File: config.mk
export PLATFORM = sky130hd
export DESIGN_NAME = spi_ctrl_top
export DESIGN_NICKNAME = d
export VERILOG_FILES = /design/src/source/spi_cmd_pkg.sv /design/src/source/spi_bus_pkg.sv /design/src/source/spi_sclk_gen.sv /design/src/source/spi_master.sv /design/src/source/spi_ctrl_top.sv
export VERILOG_INCLUDE_DIRS = /design/src /design/src/source
export SDC_FILE = /design/constraint.sdc
export NUM_CORES = 1
export LEC_CHECK = 0
export BUFFER_PORTS_ARGS = -buffer_cell sky130_fd_sc_hd__buf_2
export CAP_MARGIN = 20
export CORE_MARGIN = 5
export CORE_UTILIZATION = 45
export DETAILED_ROUTE_END_ITERATION = 10
export PLACE_DENSITY = 0.71
export RECOVER_POWER = 100
export SLEW_MARGIN = 20
export SYNTH_ARGS = -nofsm -noshare
export SYNTH_HDL_FRONTEND = slang
export SYNTH_SLANG_ARGS = --single-unit
export TNS_END_PERCENT = 5
File: constraint.sdc
create_clock -name clk -period 1.8 [get_ports clk]
set_input_delay 0.18 -clock clk [delete_from_list [all_inputs] [get_ports clk]]
set_output_delay 0.18 -clock clk [all_outputs]
set_load 0.02 [all_outputs]
File: src/source/spi_defines.svh
`ifndef SPI_DEFINES_SVH
`define SPI_DEFINES_SVH

// ******************************
// frame format
// ******************************

`define SPI_CMD_WIDTH  12  // flag + address + data
`define SPI_READ_WIDTH 8
`define SPI_HDR_WIDTH  4   // flag + address, sent before read data

// ******************************
// bus timing, in clk cycles
// ******************************

`define SPI_HALF_DIV   4   // sclk half period
`define SPI_CS_GAP     2   // cs high before cmd_rdy returns

`endif

File: src/source/spi_cmd_pkg.sv
`include "spi_defines.svh"

package spi_cmd_pkg;

  // ******************************
  // command word layout
  // ******************************

  typedef logic [`SPI_CMD_WIDTH-1:0] cmd_t;   // bit 11 flag, 10:8 addr, 7:0 data

  typedef logic [`SPI_READ_WIDTH-1:0] rdata_t;

  typedef logic [2:0] reg_addr_t;

  // bit 11 of the command selects the operation
  typedef enum logic
  {
    op_read  = 1'b0,
    op_write = 1'b1
  } op_e;

endpackage

File: src/source/spi_bus_pkg.sv
package spi_bus_pkg;

  // ******************************
  // frame sequencing
  // ******************************

  typedef enum logic [1:0]
  {
    ph_idle  = 2'd0,  // waiting for a command
    ph_shift = 2'd1,  // cs low, sclk running
    ph_gap   = 2'd2   // cs high, cmd_rdy held low
  } phase_e;

  // counts sclk periods, up to 12
  typedef logic [3:0] bit_cnt_t;

endpackage

File: src/source/spi_sclk_gen.sv
`timescale 1ns/1ps

module spi_sclk_gen #(
  parameter int HALF_DIV = 4
) (
  input  logic clk,
  input  logic rst_n,
  input  logic en,
  output logic sclk,
  output logic rise,
  output logic fall
);

  localparam int CNT_W = (HALF_DIV > 1) ? $clog2(HALF_DIV) : 1;

  logic [CNT_W-1:0] half_cnt;
  logic             toggle;

  // strobes mark the clk edge on which sclk changes level
  assign toggle = en && (half_cnt == CNT_W'(HALF_DIV - 1));
  assign rise   = toggle && !sclk;
  assign fall   = toggle && sclk;

  always_ff @(posedge clk or negedge rst_n)
  begin
    if (!rst_n)
    begin
      half_cnt <= '0;
      sclk     <= 1'b0;
    end
    else if (!en)
    begin
      half_cnt <= '0;  // restart with a low half period
      sclk     <= 1'b0;
    end
    else if (toggle)
    begin
      half_cnt <= '0;
      sclk     <= ~sclk;
    end
    else
    begin
      half_cnt <= half_cnt + 1'b1;
    end
  end

  // ******************************
  // checks
  // ******************************

  a_sclk_idle_low: assert property (@(posedge clk) disable iff (!rst_n)
    !en |=> !sclk)
    else $error("sclk not low one cycle after en dropped");

endmodule

File: src/source/spi_master.sv
`timescale 1ns/1ps
`include "spi_defines.svh"

module spi_master (
  input  logic                clk,
  input  logic                rst_n,
  input  spi_cmd_pkg::cmd_t   cmd_in,
  input  logic                cmd_vld,
  input  logic                miso,
  input  logic                rise,
  input  logic                fall,
  output logic                cmd_rdy,
  output logic                cs,
  output logic                mosi,
  output logic                sclk_en,
  output logic                read_vld,
  output spi_cmd_pkg::rdata_t read_data
);

  localparam int GAP_W = $clog2(`SPI_CS_GAP + 1);

  spi_bus_pkg::phase_e   phase;
  spi_bus_pkg::bit_cnt_t bit_cnt;   // rises seen in this frame
  spi_cmd_pkg::op_e      op;
  spi_cmd_pkg::cmd_t     shift_buf;
  spi_cmd_pkg::rdata_t   rx_shift;
  logic [GAP_W-1:0]      gap_cnt;
  logic                  accept;
  logic                  shifting;
  logic                  last_fall;
  logic                  in_data;   // header already sent

  assign accept    = cmd_vld && cmd_rdy;
  assign shifting  = (phase == spi_bus_pkg::ph_shift);
  assign last_fall = shifting && fall
                     && (bit_cnt == spi_bus_pkg::bit_cnt_t'(`SPI_CMD_WIDTH));
  assign in_data   = (bit_cnt >= spi_bus_pkg::bit_cnt_t'(`SPI_HDR_WIDTH));

  // ******************************
  // phase FSM and bus outputs
  // ******************************

  always_ff @(posedge clk or negedge rst_n)
  begin
    if (!rst_n)
    begin
      phase     <= spi_bus_pkg::ph_idle;
      bit_cnt   <= '0;
      op        <= spi_cmd_pkg::op_read;
      gap_cnt   <= '0;
      cmd_rdy   <= 1'b1;
      cs        <= 1'b1;
      mosi      <= 1'b0;
      sclk_en   <= 1'b0;
      read_vld  <= 1'b0;
      read_data <= '0;
    end
    else
    begin
      read_vld <= 1'b0;
      case (phase)
        spi_bus_pkg::ph_idle:
        begin
          if (accept)
          begin
            phase   <= spi_bus_pkg::ph_shift;
            op      <= spi_cmd_pkg::op_e'(cmd_in[`SPI_CMD_WIDTH-1]);
            bit_cnt <= '0;
            cmd_rdy <= 1'b0;
            cs      <= 1'b0;
            sclk_en <= 1'b1;
            mosi    <= cmd_in[`SPI_CMD_WIDTH-1];  // flag bit leads
          end
        end
        spi_bus_pkg::ph_shift:
        begin
          if (rise)
            bit_cnt <= bit_cnt + 1'b1;
          if (last_fall)
          begin
            phase     <= spi_bus_pkg::ph_gap;
            gap_cnt   <= '0;
            cs        <= 1'b1;
            sclk_en   <= 1'b0;
            mosi      <= 1'b0;
            read_vld  <= (op == spi_cmd_pkg::op_read);
            if (op == spi_cmd_pkg::op_read)
              read_data <= rx_shift;
          end
          else if (fall)
          begin
            if (op == spi_cmd_pkg::op_read && in_data)
              mosi <= 1'b0;  // read turnaround, mosi idles
            else
              mosi <= shift_buf[`SPI_CMD_WIDTH-1];
          end
        end
        spi_bus_pkg::ph_gap:
        begin
          gap_cnt <= gap_cnt + 1'b1;
          if (gap_cnt == GAP_W'(`SPI_CS_GAP - 1))
          begin
            phase   <= spi_bus_pkg::ph_idle;
            cmd_rdy <= 1'b1;
          end
        end
        default:
          phase <= spi_bus_pkg::ph_idle;
      endcase
    end
  end

  // ******************************
  // shift registers
  // ******************************

  always_ff @(posedge clk)
  begin
    if (accept)
      shift_buf <= cmd_in << 1;  // bit 11 already on mosi
    else if (shifting && fall)
      shift_buf <= shift_buf << 1;

    if (shifting && rise && op == spi_cmd_pkg::op_read && in_data)
      rx_shift <= {rx_shift[`SPI_READ_WIDTH-2:0], miso};  // msb first
  end

  // ******************************
  // checks
  // ******************************

  a_rdy_cs_high: assert property (@(posedge clk) disable iff (!rst_n)
    cmd_rdy |-> cs)
    else $error("cmd_rdy high while cs low");

  a_vld_pulse: assert property (@(posedge clk) disable iff (!rst_n)
    read_vld |=> !read_vld)
    else $error("read_vld longer than one cycle");

  a_cs_in_shift: assert property (@(posedge clk) disable iff (!rst_n)
    shifting |-> !cs)
    else $error("cs high during shift phase");

endmodule

File: src/source/spi_ctrl_top.sv
`timescale 1ns/1ps
`include "spi_defines.svh"

module spi_ctrl_top (
  input  logic                clk,
  input  logic                rst_n,
  input  spi_cmd_pkg::cmd_t   cmd_in,
  input  logic                cmd_vld,
  input  logic                miso,
  output logic                cmd_rdy,
  output logic                sclk,
  output logic                cs,
  output logic                mosi,
  output logic                read_vld,
  output spi_cmd_pkg::rdata_t read_data
);

  logic sclk_en;
  logic rise;
  logic fall;

  spi_sclk_gen #(
    .HALF_DIV (`SPI_HALF_DIV)
  ) u_sclk_gen (
    .clk   (clk),
    .rst_n (rst_n),
    .en    (sclk_en),
    .sclk  (sclk),
    .rise  (rise),
    .fall  (fall)
  );

  spi_master u_master (
    .clk       (clk),
    .rst_n     (rst_n),
    .cmd_in    (cmd_in),
    .cmd_vld   (cmd_vld),
    .miso      (miso),
    .rise      (rise),
    .fall      (fall),
    .cmd_rdy   (cmd_rdy),
    .cs        (cs),
    .mosi      (mosi),
    .sclk_en   (sclk_en),
    .read_vld  (read_vld),
    .read_data (read_data)
  );

endmodule

==> flow_summary_export.csv <==
group,metric,value,unit
finish,seqCellArea,1200,µm²
synth,yosysUniqueCellTypes,32,
pwr,sw_frac_of_total,21.1,%
floorplanning,ioPinCount,29,
pwr,ir_drop,0.000494,V
synth,synth_area,1830,µm²
detailed_routing,num_vias,1151,
sta,tns,0,ns
finish,area_growth,18.1,%
synth,yosysSeqAreaShare,65.4,%
critical_path,reg2reg_depth,6,
synth,synth_warnings,0,
detailed_routing,dr.pass1.iters,4,
pwr,leakagePower,0.894,nW
pwr,p_seq_share,62.0,%
critical_path,worst-r2r-setup-slack,0.05,ns
sta,relSlewSlack,59.1,%
sta,fmax,0.571,GHz
global_routing,grt_first_pass_wirelength,5.62,mm
cts,cts_tree,"yes",
detailed_routing,drc_errors,0,
global_routing,overflow,0,
place,place_congestion,0.791,
sta,whs,0.0513,ns
sta,setup_viol,0,
floorplanning,start_util,46.1,%
sta,worst_pin_slew,0.613,ns
place,port_buffers,28,
critical_path,worst-path-stages,6,
finish,stdcell_count,223,
global_routing,grt_pass1_vias,1194,
pwr,p_int,1.32,mW
sta,setup_ws,0.0482,ns
critical_path,cp.required,1.98,ns
sta,slew_viol_final,0,
sta,grt_setup_unrepaired,"yes",
detailed_routing,antenna_left,0,
critical_path,slowest_stage,"or3_4",
detailed_routing,wl,3.41,mm
synth,mappedNetlistNets,151,
worst_hold_path,hold_end,"u_master.rx_shift[0]",
critical_path,timing.rr.start,"u_master.bit_cnt[1]",
worst_hold_path,hold_depth,1,
detailed_routing,avgRoutedWirePerCell,15.3,µm
worst_hold_path,hold_start,"miso",
floorplanning,fp.dieH,73.8,µm
cts,clock-sinks,44,
synth,synth.top_cell.area_share,31.4,%
synth,synthCells,131,
synth,yosys-top-cells-area,"dfrtp_1 31%, edfxtp_1 31%, mux2_2 12%",
finish,layout-drive-gt1-share,34.1,%
cts,worstSkewPairLatency,0.30,ns
floorplanning,core,3970,µm²
floorplanning,chipWidth,73.8,µm
finish,multi_input_area,611,µm²
worst_hold_path,hold_class,"input pin to flip-flop",
status,status,"finished, final reports clean",
critical_path,crit_arrival,1.94,ns
synth,synth_top_cell_by_area,"dfrtp_1",
floorplanning,dieArea,5450,µm²
finish,fillers,355,
sta,period_needed,1.75,ns
cts,clkTransAtPathRegs,0.09,ns
finish,nets,192,
cts,cts_made_buffers,5,
job,cap_violations,0,
place,post-dp-hpwl,2.46,mm
cts,cts-htree-levels,2,
global_routing,antenna_found_initial,0,
critical_path,critPathMaxStageDelay,0.41,ns
pwr,power.density_cell_area,776,nW/µm²
global_routing,grt_max_degree,26,
critical_path,path_class,"flip-flop to flip-flop",
pwr,power,1.68,mW
cts,clockBufferDepth,2,
pwr,combPwrFrac,1.7,%
critical_path,path_delay_family,"simple AND/OR/NAND/NOR gates",
finish,diodes,0,
detailed_routing,drtIter0Drc,95,
synth,syn_area_per_cell,14.0,µm²
global_routing,gr-usage-all-layers,14.0,%
place,placed_cells,213,
pwr,switchingPower,355,µW
sta,hold_viol_final,0,
sta,fin_skew,0.00976,ns
critical_path,path_buf_inv,1,
critical_path,cp_cell_sequence,"inv_1 > ha_1 > nand4_1 > or3_4 > nor2_8 > mux2_2",
critical_path,cp-end-kind,"flip-flop",
critical_path,r2r-end,"u_master.read_data[2]",
floorplanning,num_rows,23,
cts,root_buffer,"clkbuf_8",
synth,synth_seq_cells,44,
place,pre_cts_ws,0.0178,ns
sta,period_share,97.3,%
critical_path,cp-start-kind,"flip-flop",
pwr,power.share.clock,36.3,%
critical_path,worstPathMaxFanout,5,
detailed_routing,via_per_inst,5.16,
[power groups by stage]
stage	combinational, mW	clock [mW]	sequential (mW)
detailed placement	0.0278	0	1.06
floorplan	0.000303	0	1.06
finish	0.0282	0.610	1.04
global route	0.0330	0.681	1.04
global placement	0.0268	0	1.06
CTS	0.0295	0.627	1.04
[through the flow]
step | area [µm²] | util (%)
6_report | 2160 | 54.5
5_1_grt | 2160 | 54.5
4_1_cts | 2170 | 54.6
3_5_place_dp | 2070 | 52.0
3_3_place_gp | 2070 | 52.0
2_1_floorplan | 1830 | -
[layer usage]
metal | wire (µm) | vias up | global-route usage [%] | share of wire [%]
li1 | - | 553 | - | -
met1 | 1450 | 565 | 16.2 | 43
met2 | 1690 | 23 | 23.1 | 50
met3 | 195 | 10 | 5.06 | 5.7
met4 | 68 | 0 | 6.04 | 2.0
met5 | 0 | - | 0 | 0
[cells by family (layout without fill, tap and decap cells)]
group | after synthesis | count (layout) | share of synthesized area (%)
flops | 44 | 44 | 65.4
buf+inv | 8 | 49 | 2.12
xor+xnor | 3 | 3 | 1.43
fa+ha+maj | 4 | 4 | 2.73
mux | 19 | 19 | 11.7
compound gates | 13 | 13 | 4.44
simple gates | 40 | 41 | 12.2
[worst reg2reg max path: stages (launching register included)]
cell and delay [ns]:
dfrtp_1 0.39, inv_1 0.06, ha_1 0.14, nand4_1 0.12, or3_4 0.41, nor2_8 0.17, mux2_2 0.35
[synth_stat cells]
master and instances:
ha_1 4, nand3_1 4, nand2b_4 1, a21oi_1 3, edfxtp_1 19, o21ai_0 5
a21o_2 1, nand4_1 2, nor2_1 6, or3_2 1, nand2_1 12, and2b_2 1
nand3b_1 1, buf_1 1, buf_6 1, inv_1 5, mux2_2 19, nor3_1 6
o21bai_1 1, nor3b_1 1, and3_1 1, and2_1 1, and3b_1 1, dfstp_2 2
xor2_1 1, buf_2 1, nor2_8 1, or3_1 1, xnor2_1 2, dfrtp_1 23
a22oi_1 1, o2bb2ai_1 2
[cell type report]
class / count / share of cell area [%]
sequential: 44 / 55.4
multi-input combinational: 80 / 28.2
timing repair buffer: 36 / 8.56
clock buffer: 5 / 3.18
tap: 50 / 2.89
clock inverter: 3 / 0.868
inverter: 5 / 0.868
[flip-flops by register name, summed over array words and instances, names as in the netlist, 2 cells and up]
register,count
u_master.shift_buf,11
u_master.read_data,8
u_master.rx_shift,8
u_master.bit_cnt,4
u_master.gap_cnt,2
u_master.phase,2
u_sclk_gen.half_cnt,2
[cells in the final DEF (no fill, tap or decap), drive strengths merged, types with 2 or more instances in the layout]
cell type	Yosys	layout
dfrtp	23	23
buf	3	21
mux2	19	19
edfxtp	19	19
clkbuf	0	19
nand2	12	12
nor2	7	8
nor3	6	6
inv	5	5
o21ai	5	5
nand3	4	4
ha	4	4
a21oi	3	3
clkinv	0	3
nand4	2	2
xnor2	2	2
o2bb2ai	2	2
dfstp	2	2
or3	2	2
[worst max-delay path by stage]
stage / start / to
after global placement: u_master.bit_cnt[0] / u_master.read_data[7]
after detailed placement: u_master.bit_cnt[1] / u_master.read_data[1]
after CTS: u_master.bit_cnt[1] / u_master.read_data[2]
after global routing: u_master.bit_cnt[1] / u_master.read_data[2]
final: u_master.bit_cnt[1] / u_master.read_data[2]
after floorplan: u_sclk_gen.sclk / u_master.rx_shift[0]
[what timing repair did]
item                       CTS  global route
buffers inserted             0             0
setup endpoints to repair    2             6
cloned                       0             1
resized for setup            1             0
hold buffers                 1             0
hold endpoints to repair    23             0
pin swaps                    0             1
(Power assumes the default switching activity.)
